[src/verilog/MemPkg.sv]
package MemPkg;

	// DRAM controller state, encoding follows the refresh sequence order
	typedef enum logic [2:0] {
		Idle         = 3'd0, // Ready for a RAM cycle or refresh
		Access       = 3'd1, // Column phase of a RAM cycle
		AccessEnd    = 3'd2, // RAS released, CAS held to cycle end
		CycleDone    = 3'd3, // Bus cycle complete
		RefRAS1      = 3'd4, // CBR refresh, CAS then RAS
		RefRAS2      = 3'd5, // RAS held, CAS released
		RefPrecharge = 3'd6, // RAS precharge
		RefDoneSt    = 3'd7  // Back to idle next
	} RAMState;

	// 68000 bus inputs, all strobes active low
	typedef struct packed {
		logic [23:1] A;   // Word address
		logic        nWE; // Low on write
		logic        nAS; // Address strobe
		logic        nLDS; // Lower byte strobe
		logic        nUDS; // Upper byte strobe
	} CPUBus;

	// DRAM pins
	typedef struct packed {
		logic [11:0] RA; // Multiplexed row/column address
		logic        nRAS;
		logic        nCAS;
		logic        nLWE; // Lower byte write
		logic        nUWE; // Upper byte write
		logic        nOE;
	} DRAMBus;

	// NOR flash strobes
	typedef struct packed {
		logic nROMOE;
		logic nROMWE;
	} ROMBus;

	// Region selects from the address decoder
	typedef struct packed {
		logic RAMCS;   // RAM region with AS low
		logic RAMCS0X; // RAM region from address only
		logic ROMCS;   // Flash region
		logic ROMCS4X; // Flash write window
	} Selects;

	localparam int RefCntW = 7; // Refresh counter width
	localparam logic [RefCntW-1:0] RefPeriod = 7'd96; // Clocks per refresh period
	localparam logic [RefCntW-1:0] RefUrgAt = 7'd64; // Count where refresh turns urgent
	localparam logic [1:0] IOWait = 2'd2; // I/O acknowledge delay in clocks

endpackage

[src/verilog/RefreshTimer.sv]
`timescale 1ns/1ps

module RefreshTimer import MemPkg::*; (
	input  logic CLK,
	input  logic ROMReadyClear,
	output logic RefReq, // Low one clock at period start
	output logic RefUrg  // High late in the period
);

	logic [RefCntW-1:0] RefCnt; // Position within refresh period
	logic               PeriodEnd;

	assign PeriodEnd = (RefCnt == RefPeriod - 7'd1);

	// Modulo RefPeriod counter
	always_ff @(posedge CLK, posedge ROMReadyClear) begin
		if (ROMReadyClear) begin
			RefCnt <= '0;
		end else if (PeriodEnd) begin
			RefCnt <= '0; // Wrap, new period
		end else begin
			RefCnt <= RefCnt + 7'd1;
		end
	end

	// Low pulse at count 0 clears the controller's done flag,
	// high for the rest of the period opens the request window
	assign RefReq = (RefCnt != '0);

	// Urgent once the free slot has not come by RefUrgAt
	assign RefUrg = (RefCnt >= RefUrgAt);

endmodule

[config.mk]
export PLATFORM = sky130hd
export DESIGN_NAME = RefreshTimer
export DESIGN_NICKNAME = d
export VERILOG_FILES = /design/src/verilog/MemPkg.sv /design/src/verilog/RefreshTimer.sv
export SDC_FILE = /design/constraint.sdc
export NUM_CORES = 1
export LEC_CHECK = 0
export BUFFER_PORTS_ARGS = -buffer_cell sky130_fd_sc_hd__buf_4
export CORE_AREA = 2 2 39 41
export CTS_CLUSTER_SIZE = 28
export DETAILED_ROUTE_END_ITERATION = 10
export DIE_AREA = 0 0 41 43
export SKIP_CTS_REPAIR_TIMING = 1
export SLEW_MARGIN = 20
export SYNTH_ARGS = -nofsm -noshare
export SYNTH_HDL_FRONTEND = slang
export SYNTH_SLANG_ARGS = --single-unit
export TNS_END_PERCENT = 5
[constraint.sdc]
create_clock -name CLK -period 2.03 [get_ports CLK]
set_input_delay 0.5075 -clock CLK [delete_from_list [all_inputs] [get_ports CLK]]
set_output_delay 0.5075 -clock CLK [all_outputs]
set_load 0.005 [all_outputs]
==> results.py <==
metrics = {
    "placement": {
        "routabilityCongestion": 0.6905,
        "dp.cells": 50,
        "pre_cts_ws_ns": 0.5840,
        "hpwl_microns": 426.1,
        "port_buffers": 3,
    },
    "cts": {
        "cts.sinks": 7,
        "worstSkewPairLatency_ns": 0.25,
        "cts_buffer_depth": 2,
        "htreeDepth": 1,
        "clk_pin_slew_ns": 0.05,
        "cts_tree": "built",
        "root_buffer": "clkbuf_4",
        "cts_buffers": 3,
    },
    "sta": {
        "worst_slew_pin_slew_ns": 0.2736,
        "relSlewSlack_pct": 81.74,
        "fin_crit_ns": 1.719,
        "setup_viol": 0,
        "finalCritPeriodShare_pct": 84.66,
        "finClkSkew_ns": 0.004679,
        "rsz0062_at_grt": "false",
        "fmax_mhz": 581.9,
        "setup_ws_ns": 0.3114,
        "finalSetupTns_ns": 0,
        "slew_violations": 0,
        "hold_viol_final": 0,
    },
    "pwr": {
        "power_density_nw_per_um2": 673.7,
        "cellLeakagePower_nw": 0.1816,
        "peakVddDrop_mv": 0.2292,
        "total_power_uw": 270.6,
    },
    "logic_synthesis": {
        "syn-num-nets": 36,
        "syn_inst": 32,
        "yosysWarningCount": 0,
        "yosysUniqueCellTypes": 18,
        "syn-cell-area_sq_um": 336.6,
        "syn_area_per_cell_sq_um": 10.52,
        "ys_seq_area_share_pct": 52.04,
        "ys_ff_latch": 7,
    },
    "die": {
        "fp.dieW_microns": 41,
        "initial_core_util_pct": 24.32,
        "rows": 14,
        "die_area_sq_um": 1763,
        "io_pins": 4,
        "core_area_sq_um": 1384,
        "die_y_microns": 43,
    },
    "layout": {
        "final_layout_size_suffix_gt1_share_pct": 21.05,
        "top_regs": "RefCnt x7",
        "largest_reg_flops": 7,
        "nFillCells": 148,
        "top_register": "RefCnt",
        "num_antenna_cells": 0,
        "nNetsFinal": 43,
        "fin_util_pct": 29.02,
        "area_delta_synth_final_pct": 19.33,
        "final_cells": 54,
    },
    "routing": {
        "vias": 242,
        "vias_per_cell": 4.481,
        "routed_wl_microns": 569,
        "dr.pass1.iters": 1,
        "drt_iter0_markers": 0,
        "ant_nets": 0,
        "drc": 0,
        "drt-wirelength-per-cell_microns": 10.54,
    },
    "setup_path": {
        "path_max_fanout": 5,
        "r2r_end": "RefCnt[1]",
        "worst_r2r_path_depth": 4,
        "cp-startpoint": "RefCnt[3]",
        "crit_family": "flip-flops",
        "crit_type": "register to primary output",
        "rrSetupSlack_ns": 0.70,
        "cp_num_cells": 3,
        "critPathArrivalTime_ns": 1.21,
        "reg2reg_from": "RefCnt[0]",
        "crit_path_top_delay_cell": "dfrtp_1",
        "critPathLaunchType": "register",
        "crit_path_end_kind": "primary output",
        "crit_required_ns": 1.52,
        "crit_path_end": "RefReq",
        "cp_cell_sequence": "nor4_1 -> nand3b_1 -> buf_4",
        "slowest_delay_ns": 0.42,
        "path_buf_inv": 1,
    },
    "global_routing": {
        "antenna_found_initial": 0,
        "groute.usage.overall_pct": 9.091,
        "grt_max_degree": 8,
        "grt.overflow.total": 0,
        "grt_pass1_wl_microns": 952,
        "grt_pass1_vias": 234,
    },
    "status": {
        "status": "finished clean",
    },
    "flow_run": {
        "drv_cap": 0,
    },
    "min_path": {
        "hold_class": "input pin to async pin",
    },
}
[synth_stat cells (all sizes together)]
master	count	area [sq um]
xnor2	1	8.760
nand3	2	10.01
nor3b	1	12.51
mux2	1	11.26
a21oi	1	5.000
nor2b	1	6.260
nand2	2	7.510
nand2b	1	6.260
nor2	3	11.26
nor4	1	6.260
ha	2	25.02
o21ai	1	5.000
dfrtp	7	175.2
xor2	2	17.52
clkbuf	1	3.750
nand4	1	6.260
inv	3	11.26
nand3b	1	7.510
[cells in the final DEF (no fill, tap or decap), types with 2 or more instances in the layout]
| cell | netlist | final |
|---|---|---|
| nor2_1 | 3 | 3 |
| buf_4 | 0 | 3 |
| clkbuf_4 | 0 | 3 |
| xor2_1 | 2 | 2 |
| inv_1 | 3 | 3 |
| dfrtp_1 | 7 | 7 |
| nand3_1 | 2 | 2 |
| nand2_1 | 2 | 2 |
| ha_1 | 2 | 2 |
[area by class of cell]
type,count,area (sq um),area share (%)
flip-flops and latches,7,175.2,43.61
well taps,16,20.02,4.984
inverters,3,11.26,2.804
clock buffers,4,26.28,6.542
repair buffers,3,22.52,5.607
multi-input cells,21,146.4,36.45
[power breakdown]
part / internal [mW] / leakage, nW / switching [mW]
combinational: 0.00134 / 0.0833 / 0.00287
sequential: 0.140 / 0.0833 / 0
clock: 0.0750 / 0.0150 / 0.0517
total: 0.216 / 0.182 / 0.0545
[worst min-delay path by stage]
stage          slack, ns   endpoint     startpoint  cells after the start
6_report            0.19  RefCnt[3]  ROMReadyClear                      2
5_1_grt             0.21  RefCnt[3]  ROMReadyClear                      2
4_1_cts             0.19  RefCnt[3]  ROMReadyClear                      2
3_5_place_dp        0.46  RefCnt[1]  ROMReadyClear                      2
3_3_place_gp        0.47  RefCnt[1]  ROMReadyClear                      2
2_1_floorplan       0.31  RefCnt[0]  ROMReadyClear                      1
[routing by layer]
metal	vias up	share of wire [%]	GRT usage [%]
li1	117	-	-
met1	118	43	8.197
met2	7	48	13.75
met3	0	8.8	7.853
met4	0	0	4.000
met5	-	0	0
[cell families (layout without fill, tap and decap cells)]
| logic type | after synthesis | after routing | share of synthesized area [%] |
|---|---|---|---|
| flip-flops | 7 | 7 | 52.05 |
| buffers and inverters | 4 | 10 | 4.460 |
| multiplexers | 1 | 1 | 3.345 |
| adder cells (fa/ha/maj) | 2 | 2 | 7.434 |
| AO/OA/AOI/OAI | 2 | 2 | 2.971 |
| AND/OR/NAND/NOR | 13 | 13 | 21.94 |
| XOR/XNOR | 3 | 3 | 7.808 |
[stage by stage]
stage / hold slack [ns] / cell area [sq um]
floorplan: 0.3109 / 336.6
global placement: 0.4651 / 375.4
detailed placement: 0.4644 / 375.4
CTS: 0.1920 / 401.6
global route: 0.2110 / 401.6
finish: 0.1874 / 401.6
(Power assumes the default switching activity.)
