## config.mk

```make
export PLATFORM = sky130hd
export DESIGN_NAME = DTACKGen
export DESIGN_NICKNAME = d
export VERILOG_FILES = /design/src/verilog/MemPkg.sv /design/src/verilog/DTACKGen.sv
export SDC_FILE = /design/constraint.sdc
export NUM_CORES = 1
export LEC_CHECK = 0
export ABC_AREA = 1
export BUFFER_PORTS_ARGS = -buffer_cell sky130_fd_sc_hd__buf_2
export CAP_MARGIN = 20
export CELL_PAD_IN_SITES_DETAIL_PLACEMENT = 1
export CELL_PAD_IN_SITES_GLOBAL_PLACEMENT = 1
export CORE_AREA = 4 4 41 43
export CTS_CLUSTER_DIAMETER = 100
export CTS_CLUSTER_SIZE = 25
export DETAILED_ROUTE_END_ITERATION = 10
export DIE_AREA = 0 0 45 47
export MAX_ROUTING_LAYER = met4
export PLACE_DENSITY_LB_ADDON = 0.1
export SYNTH_ARGS = -nofsm -noshare
export SYNTH_HDL_FRONTEND = slang
export SYNTH_SLANG_ARGS = --single-unit
```

## constraint.sdc

```tcl
create_clock -name CLK -period 1 [get_ports CLK]
set_input_delay 0.05 -clock CLK [delete_from_list [all_inputs] [get_ports CLK]]
set_output_delay 0.05 -clock CLK [all_outputs]
set_load 0.01 [all_outputs]
```

## src/verilog/MemPkg.sv

```systemverilog
package MemPkg;

	// DRAM controller state, encoding follows the refresh sequence order
	typedef enum logic [2:0] {
		Idle         = 3'd0, // Ready for a RAM cycle or refresh
		Access       = 3'd1, // Column phase of a RAM cycle
		AccessEnd    = 3'd2, // RAS released, CAS held to cycle end
		CycleDone    = 3'd3, // Bus cycle complete
		RefRAS1      = 3'd4, // CBR refresh, CAS then RAS
		RefRAS2      = 3'd5, // RAS held, CAS released
		RefPrecharge = 3'd6, // RAS precharge
		RefDoneSt    = 3'd7  // Back to idle next
	} RAMState;

	// 68000 bus inputs, all strobes active low
	typedef struct packed {
		logic [23:1] A;   // Word address
		logic        nWE; // Low on write
		logic        nAS; // Address strobe
		logic        nLDS; // Lower byte strobe
		logic        nUDS; // Upper byte strobe
	} CPUBus;

	// DRAM pins
	typedef struct packed {
		logic [11:0] RA; // Multiplexed row/column address
		logic        nRAS;
		logic        nCAS;
		logic        nLWE; // Lower byte write
		logic        nUWE; // Upper byte write
		logic        nOE;
	} DRAMBus;

	// NOR flash strobes
	typedef struct packed {
		logic nROMOE;
		logic nROMWE;
	} ROMBus;

	// Region selects from the address decoder
	typedef struct packed {
		logic RAMCS;   // RAM region with AS low
		logic RAMCS0X; // RAM region from address only
		logic ROMCS;   // Flash region
		logic ROMCS4X; // Flash write window
	} Selects;

	localparam int RefCntW = 7; // Refresh counter width
	localparam logic [RefCntW-1:0] RefPeriod = 7'd96; // Clocks per refresh period
	localparam logic [RefCntW-1:0] RefUrgAt = 7'd64; // Count where refresh turns urgent
	localparam logic [1:0] IOWait = 2'd2; // I/O acknowledge delay in clocks

endpackage

```

## src/verilog/DTACKGen.sv

```systemverilog
`timescale 1ns/1ps

module DTACKGen import MemPkg::*; (
	input  logic   CLK,
	input  logic   ROMReadyClear,
	input  logic   nAS,
	input  Selects Sel,
	input  logic   RAMReady,
	input  logic   ROMReady,
	output logic   nDTACK
);

	logic [1:0] IOCnt;   // Clocks of AS low
	logic       IORegion; // Neither RAM nor ROM
	logic       IODone;

	// Wait counter, saturates at IOWait
	always_ff @(posedge CLK, posedge ROMReadyClear) begin
		if (ROMReadyClear) IOCnt <= '0;
		else if (nAS) IOCnt <= '0; // Restart each cycle
		else if (IOCnt != IOWait) IOCnt <= IOCnt + 2'd1;
	end

	assign IORegion = !Sel.RAMCS0X && !Sel.ROMCS;
	assign IODone   = (IOCnt == IOWait);

	assign nDTACK = !(!nAS && ((Sel.RAMCS && RAMReady) || // RAM ready
		(Sel.ROMCS && ROMReady) ||                        // Flash ready
		(IORegion && IODone)));                           // I/O after delay

endmodule

```

==> results.tsv, run 1 <==
metric	value	unit
outcome	finished, violations left	
failing checks	setup timing	
I/O Pins	10	
DRT Wirelength	404	um
post-synthesis compound-gate area fraction	3.88	%
Setup CP Type	reg2reg	
Most Used Layer, Global Route	met2	
average wire per cell in the routed design	8.08	um
largest family of logic cells by synthesized area	simple AND/OR/NAND/NOR gates	
met1 Track Usage GR	3.41	%
layout cells sized above 1	57.1	%
met3 usage	2.30	%
Core Rows	13	
clk slew on worst S/H paths	0.03	ns
via-per-instance ratio	3.40	
met2 track demand over resource	10.2	%
Peak supply drop	0.000742	V
synth top area cells	dfrtp_1, nand2_1, inv_1	
xor-xnor portion of the synthesized cell area	6.80	%
Yosys reg bits	2	
Util after Layout	21.5	%
Num CTS Buffers	3	
clk buf depth	2	
clock sink count	2	
# H-tree levels	1	
Antenna Violating Nets Remaining	0	
Vias	170	
Synth Instances	19	
largest net degree at the start of global routing	4	
final non-filler cell total	50	
Rel. slew slack	90.7	%
# DRC	0	
max-cap violation count	0	
crit share post-route	114	%
synth unique cells	7	
worst skew pair latency	0.22	ns
min Tclk post-route	1.14	ns
P_leak	0.000156	uW
Final Total Pwr	761	uW
crit-path max cell delay	0.40	ns
vias in the first global route	209	
Total GRT Usage	5.63	%
setup violators final	3	
die area	2120	um2
Least-Margin Pin Slew	0.138	ns
Pwr Density	2720	nW/um2
GR Overflow Total	0	
root cell of the clock tree	clkbuf_4	
dpl cells	43	
Fmax	0.878	GHz
Layout Skew	0.00000294	ns
Iter 0 DRT Violations	0	
P&R area growth vs syn	117	%
CP max FO	3	
Nets	47	
core area	1300	um2
CTS tree	done	
final worst setup slack	-0.139	ns
syn avg cell area	6.78	um2
Crit path required time	1.10	ns
Yosys top cell area share	38.8	%
GPL Wtd Cong	0.613	
initial core utilization	9.90	%
die height	47	um
die width	45	um
register with the most flip-flops	IOCnt	
Setup crit end kind	flip-flop	
Cell Chain, Critical Path	ha_4 -> buf_4 -> buf_6 -> xor2_1 -> nor2_1	
Largest regs	IOCnt: 2 flops	
register area	50.0	um2
Final Max Tran Viols	0	
Hold Crit Class	in2reg	
post-synthesis adder-cell area fraction	9.71	%
Crit-path slowest cell	dfrtp_1	
max FFs per register	2	
antenna fix cells	0	
synthesized net count	29	
router iterations before antenna repair	1	
final-layout fill cell count	169	
initial antenna violation count	0	
YS warnings	0	
sequential-to-total area share from yosys stat	38.8	%
RSZ-0062 raised after global routing	true	
setup TNS	-0.309	ns
post-synth top area cell	dfrtp_1	
multiplexer share of the synthesized area	0	%
startpoint types	flip-flop	
Multi-input gate area	90.1	um2
synthesized area	129	um2
Port Buffer Count	8	
crit path DAT	1.24	ns
Synth Area in Simple Gates	29.1	%
first-pass GRT wire length	745	um
Hold Vio Cnt, Final	0	
Post-DP HPWL	315	um
## layout make-up
class / instances / share of cell area [%]
clock buffers: 3 / 8.04
inverters: 4 / 5.36
flip-flops and latches: 2 / 17.9
repair buffers: 13 / 29.9
well taps: 15 / 6.70
multi-input cells: 13 / 32.1
## path summary, 6_finish.rpt
check                           end     startpoint  slack (ns)  depth (start not counted)
min in group asynchronous  IOCnt[0]  ROMReadyClear        0.23                          3
hold reg to reg            IOCnt[0]       IOCnt[0]        0.64                          3
hold / removal             IOCnt[1]            nAS        0.02                          2
max in group asynchronous  IOCnt[1]  ROMReadyClear        0.67                          3
setup reg to reg           IOCnt[0]       IOCnt[1]       -0.14                          5
setup / recovery           IOCnt[0]       IOCnt[1]       -0.14                          5
## cells in the mapped netlist
library cell and number:
nand2_1 6, inv_1 4, nor2_1 4, dfrtp_1 2
a21oi_1 1, ha_1 1, xor2_1 1
## critical path, delay by kind of cell, from the launching register on
kind	cells	cell delay, ns
flops	1	0.40
buf+inv	2	0.24
fa+ha+maj	1	0.17
xor+xnor	1	0.16
simple gates	1	0.05
## cell usage in the layout (no fill, tap or decap)
cell type | netlist | routed
dlygate4sd3_1 | 0 | 1
xor2_1 | 1 | 1
a21oi_2 | 0 | 1
inv_2 | 0 | 1
nor2_1 | 4 | 3
inv_1 | 4 | 3
buf_6 | 0 | 1
nand2_2 | 0 | 1
buf_4 | 0 | 3
nor2_4 | 0 | 1
buf_2 | 0 | 8
dfrtp_1 | 2 | 2
ha_4 | 0 | 1
nand2_1 | 6 | 5
clkbuf_4 | 0 | 3
## layer usage
| layer | wire length, um | up-vias |
|---|---|---|
| met1 | 141 | 79 |
| met5 | 0 | - |
| met2 | 242 | 4 |
| li1 | - | 87 |
| met3 | 20 | 0 |
| met4 | 0 | 0 |
## metrics by stage
stage / setup slack [ns] / hold slack (ns) / cell area (um2)
after global routing: -0.181 / 0.00890 / 280
after floorplan: 0.0672 / -0.209 / 129
after global placement: 0.00177 / -0.101 / 195
after CTS: -0.121 / 0.0139 / 267
after detailed placement: -0.0118 / -0.0921 / 195
final: -0.139 / 0.0171 / 280
## timing repair
action,4_1_cts,5_1_grt
hold buffers,1,0
pin swaps,2,3
setup buffers,2,1
resized for setup,6,2
endpoints found under the setup margin,3,3
endpoints found under the hold margin,2,0
## where the power goes
group	internal, uW	switching [uW]
logic	260	176
registers	120	33.5
clock network	132	39.4
total	512	249
## cells by family (layout without fill, tap and decap cells)
kind of cell    Yosys count  after routing
compound gates            1              1
xor+xnor                  1              1
buf+inv                   4             20
fa+ha+maj                 1              1
simple gates             10             10
flops                     2              2
(Power assumes the default switching activity.)
==> run 2: changes to the inputs <==
Settings changed: CORE_AREA 4 4 41 43 to 2 2 39 41, DIE_AREA 0 0 45 47 to 0 0 41 43, PLACE_DENSITY from default to 0.5, PLACE_DENSITY_LB_ADDON 0.1 to default.
==> results.tsv, run 2 (synthesized netlist as in run 1, its figures left out) <==
metric	value	unit	change
Iter 0 DRT Violations	1		was 0
Final Max Tran Viols	0		unchanged
Fmax	0.891	GHz	was 0.878 GHz
# H-tree levels	1		unchanged
final non-filler cell total	53		was 50
Peak supply drop	0.000894	V	was 0.000742 V
die area	1760	um2	was 2120 um2
Nets	49		was 47
max FFs per register	2		unchanged
register with the most flip-flops	IOCnt		unchanged
crit share post-route	112	%	was 114%
Least-Margin Pin Slew	0.118	ns	was 0.138 ns
final worst setup slack	-0.123	ns	was -0.139 ns
router iterations before antenna repair	2		was 1
initial antenna violation count	0		unchanged
Largest regs	IOCnt: 2 flops		unchanged
layout cells sized above 1	56.8	%	was 57.1%
P&R area growth vs syn	126	%	was 117%
clk slew on worst S/H paths	0.03	ns	about the same
critical path's most frequent cell	nand2_1		
I/O Pins	10		unchanged
# DRC	0		unchanged
root cell of the clock tree	clkbuf_4		unchanged
core area	1380	um2	was 1300 um2
Final Total Pwr	785	uW	was 761 uW
register area	50.0	um2	unchanged
Total GRT Usage	6.37	%	was 5.63%
clock sink count	2		unchanged
outcome	finished, violations left		unchanged
max-cap violation count	0		unchanged
clk buf depth	2		unchanged
initial core utilization	9.31	%	was 9.90%
Vias	172		was 170
die width	41	um	was 45 um
DRT Wirelength	395	um	was 404 um
GR Overflow Total	0		unchanged
Layout Skew	0.00309	ns	was 0.00000294 ns
dpl cells	44		was 43
vias in the first global route	186		was 209
most frequent cells in the layout	buf_2, nand2_1, buf_4		was buf_2, nand2_1
Num CTS Buffers	3		unchanged
Min Hold Slack	0.0153	ns	was 0.0171 ns
Setup crit end kind	output pin		was flip-flop
largest net degree at the start of global routing	4		unchanged
Pwr Density	2690	nW/um2	was 2720 nW/um2
Setup CP Type	reg2out		was reg2reg
via-per-instance ratio	3.25		was 3.40
Cell Chain, Critical Path	inv_1 -> ha_2 -> nand2_1 -> nand2_1 -> nand2_1 -> buf_2		was ha_4 -> buf_4 -> buf_6 -> xor2_1 -> nor2_1
RSZ-0062 raised after global routing	true		unchanged
GPL Wtd Cong	0.600		was 0.613
Hold Crit Class	in2reg		unchanged
Crit path required time	0.95	ns	was 1.10 ns
Antenna Violating Nets Remaining	0		unchanged
first-pass GRT wire length	641	um	was 745 um
crit path DAT	1.07	ns	was 1.24 ns
Hold Vio Cnt, Final	0		unchanged
setup violators final	3		unchanged
Multi-input gate area	85.1	um2	was 90.1 um2
Core Rows	14		was 13
antenna fix cells	0		unchanged
failing checks	setup timing		unchanged
min Tclk post-route	1.12	ns	was 1.14 ns
die height	43	um	was 47 um
CP max FO	2		was 3
average wire per cell in the routed design	7.45	um	was 8.08 um
startpoint types	flip-flop		unchanged
Post-DP HPWL	247	um	was 315 um
most common library cell in the layout ignoring fill and taps	buf_2		unchanged
P_leak	0.000164	uW	was 0.000156 uW
final-layout fill cell count	179		was 169
Crit-path slowest cell	dfrtp_1		unchanged
Rel. slew slack	92.1	%	was 90.7%
Port Buffer Count	8		unchanged
worst skew pair latency	0.22	ns	about the same
CTS tree	done		unchanged
crit-path max cell delay	0.36	ns	was 0.40 ns
run 2: layout make-up:
class | instances | share of cell area, %
sequential | 2 | 17.2
inverter | 4 | 5.15
multi-input combinational | 13 | 29.2
timing repair buffer | 15 | 33.9
clock buffer | 3 | 7.73
tap | 16 | 6.87
run 2: where the power goes:
part	switching, uW	internal (uW)
combinational	188	281
sequential	20.3	120
clock	43.3	132
run 2: final timing paths:
check,startpoint,to,slack [ns],depth (start not counted)
min,nAS,IOCnt[1],0.02,2
max,IOCnt[0],nDTACK,-0.12,6
max in group asynchronous,ROMReadyClear,IOCnt[0],0.67,3
max reg2reg,IOCnt[1],IOCnt[0],-0.12,5
min in group asynchronous,ROMReadyClear,IOCnt[1],0.22,3
min reg2reg,IOCnt[1],IOCnt[1],0.64,3
run 2: worst max-delay path: cells and delay by family (launching register included):
kind,cells,cell delay [ns]
buffers and inverters,2,0.19
adders and majority gates,1,0.17
and+or+nand+nor,3,0.14
DFF,1,0.36
run 2: what timing repair did:
item                       in CTS  in global routing
resized for setup               1                  5
buffers inserted                2                  3
pin swaps                       3                  2
setup endpoints to repair       2                  3
hold endpoints to repair        2                  0
hold buffers                    1                  0
run 2: stage by stage:
stage | setup TNS (ns) | cell area, um2 | setup slack [ns] | util [%]
after detailed placement | 0 | 196 | 0.00577 | 14.2
after global routing | -0.528 | 292 | -0.202 | 21.1
after floorplan | 0 | 129 | 0.0672 | -
after CTS | -0.195 | 246 | -0.137 | 17.8
after global placement | 0 | 196 | 0.0156 | 14.2
final | -0.336 | 292 | -0.123 | 21.1
run 2: per-layer routing:
| metal | vias up | routed length [um] | global-route usage, % |
|---|---|---|---|
| li1 | 91 | - | - |
| met4 | 0 | 0 | 8.00 |
| met5 | - | 0 | - |
| met1 | 75 | 150 | 5.45 |
| met3 | 0 | 30 | 4.71 |
| met2 | 6 | 214 | 7.50 |
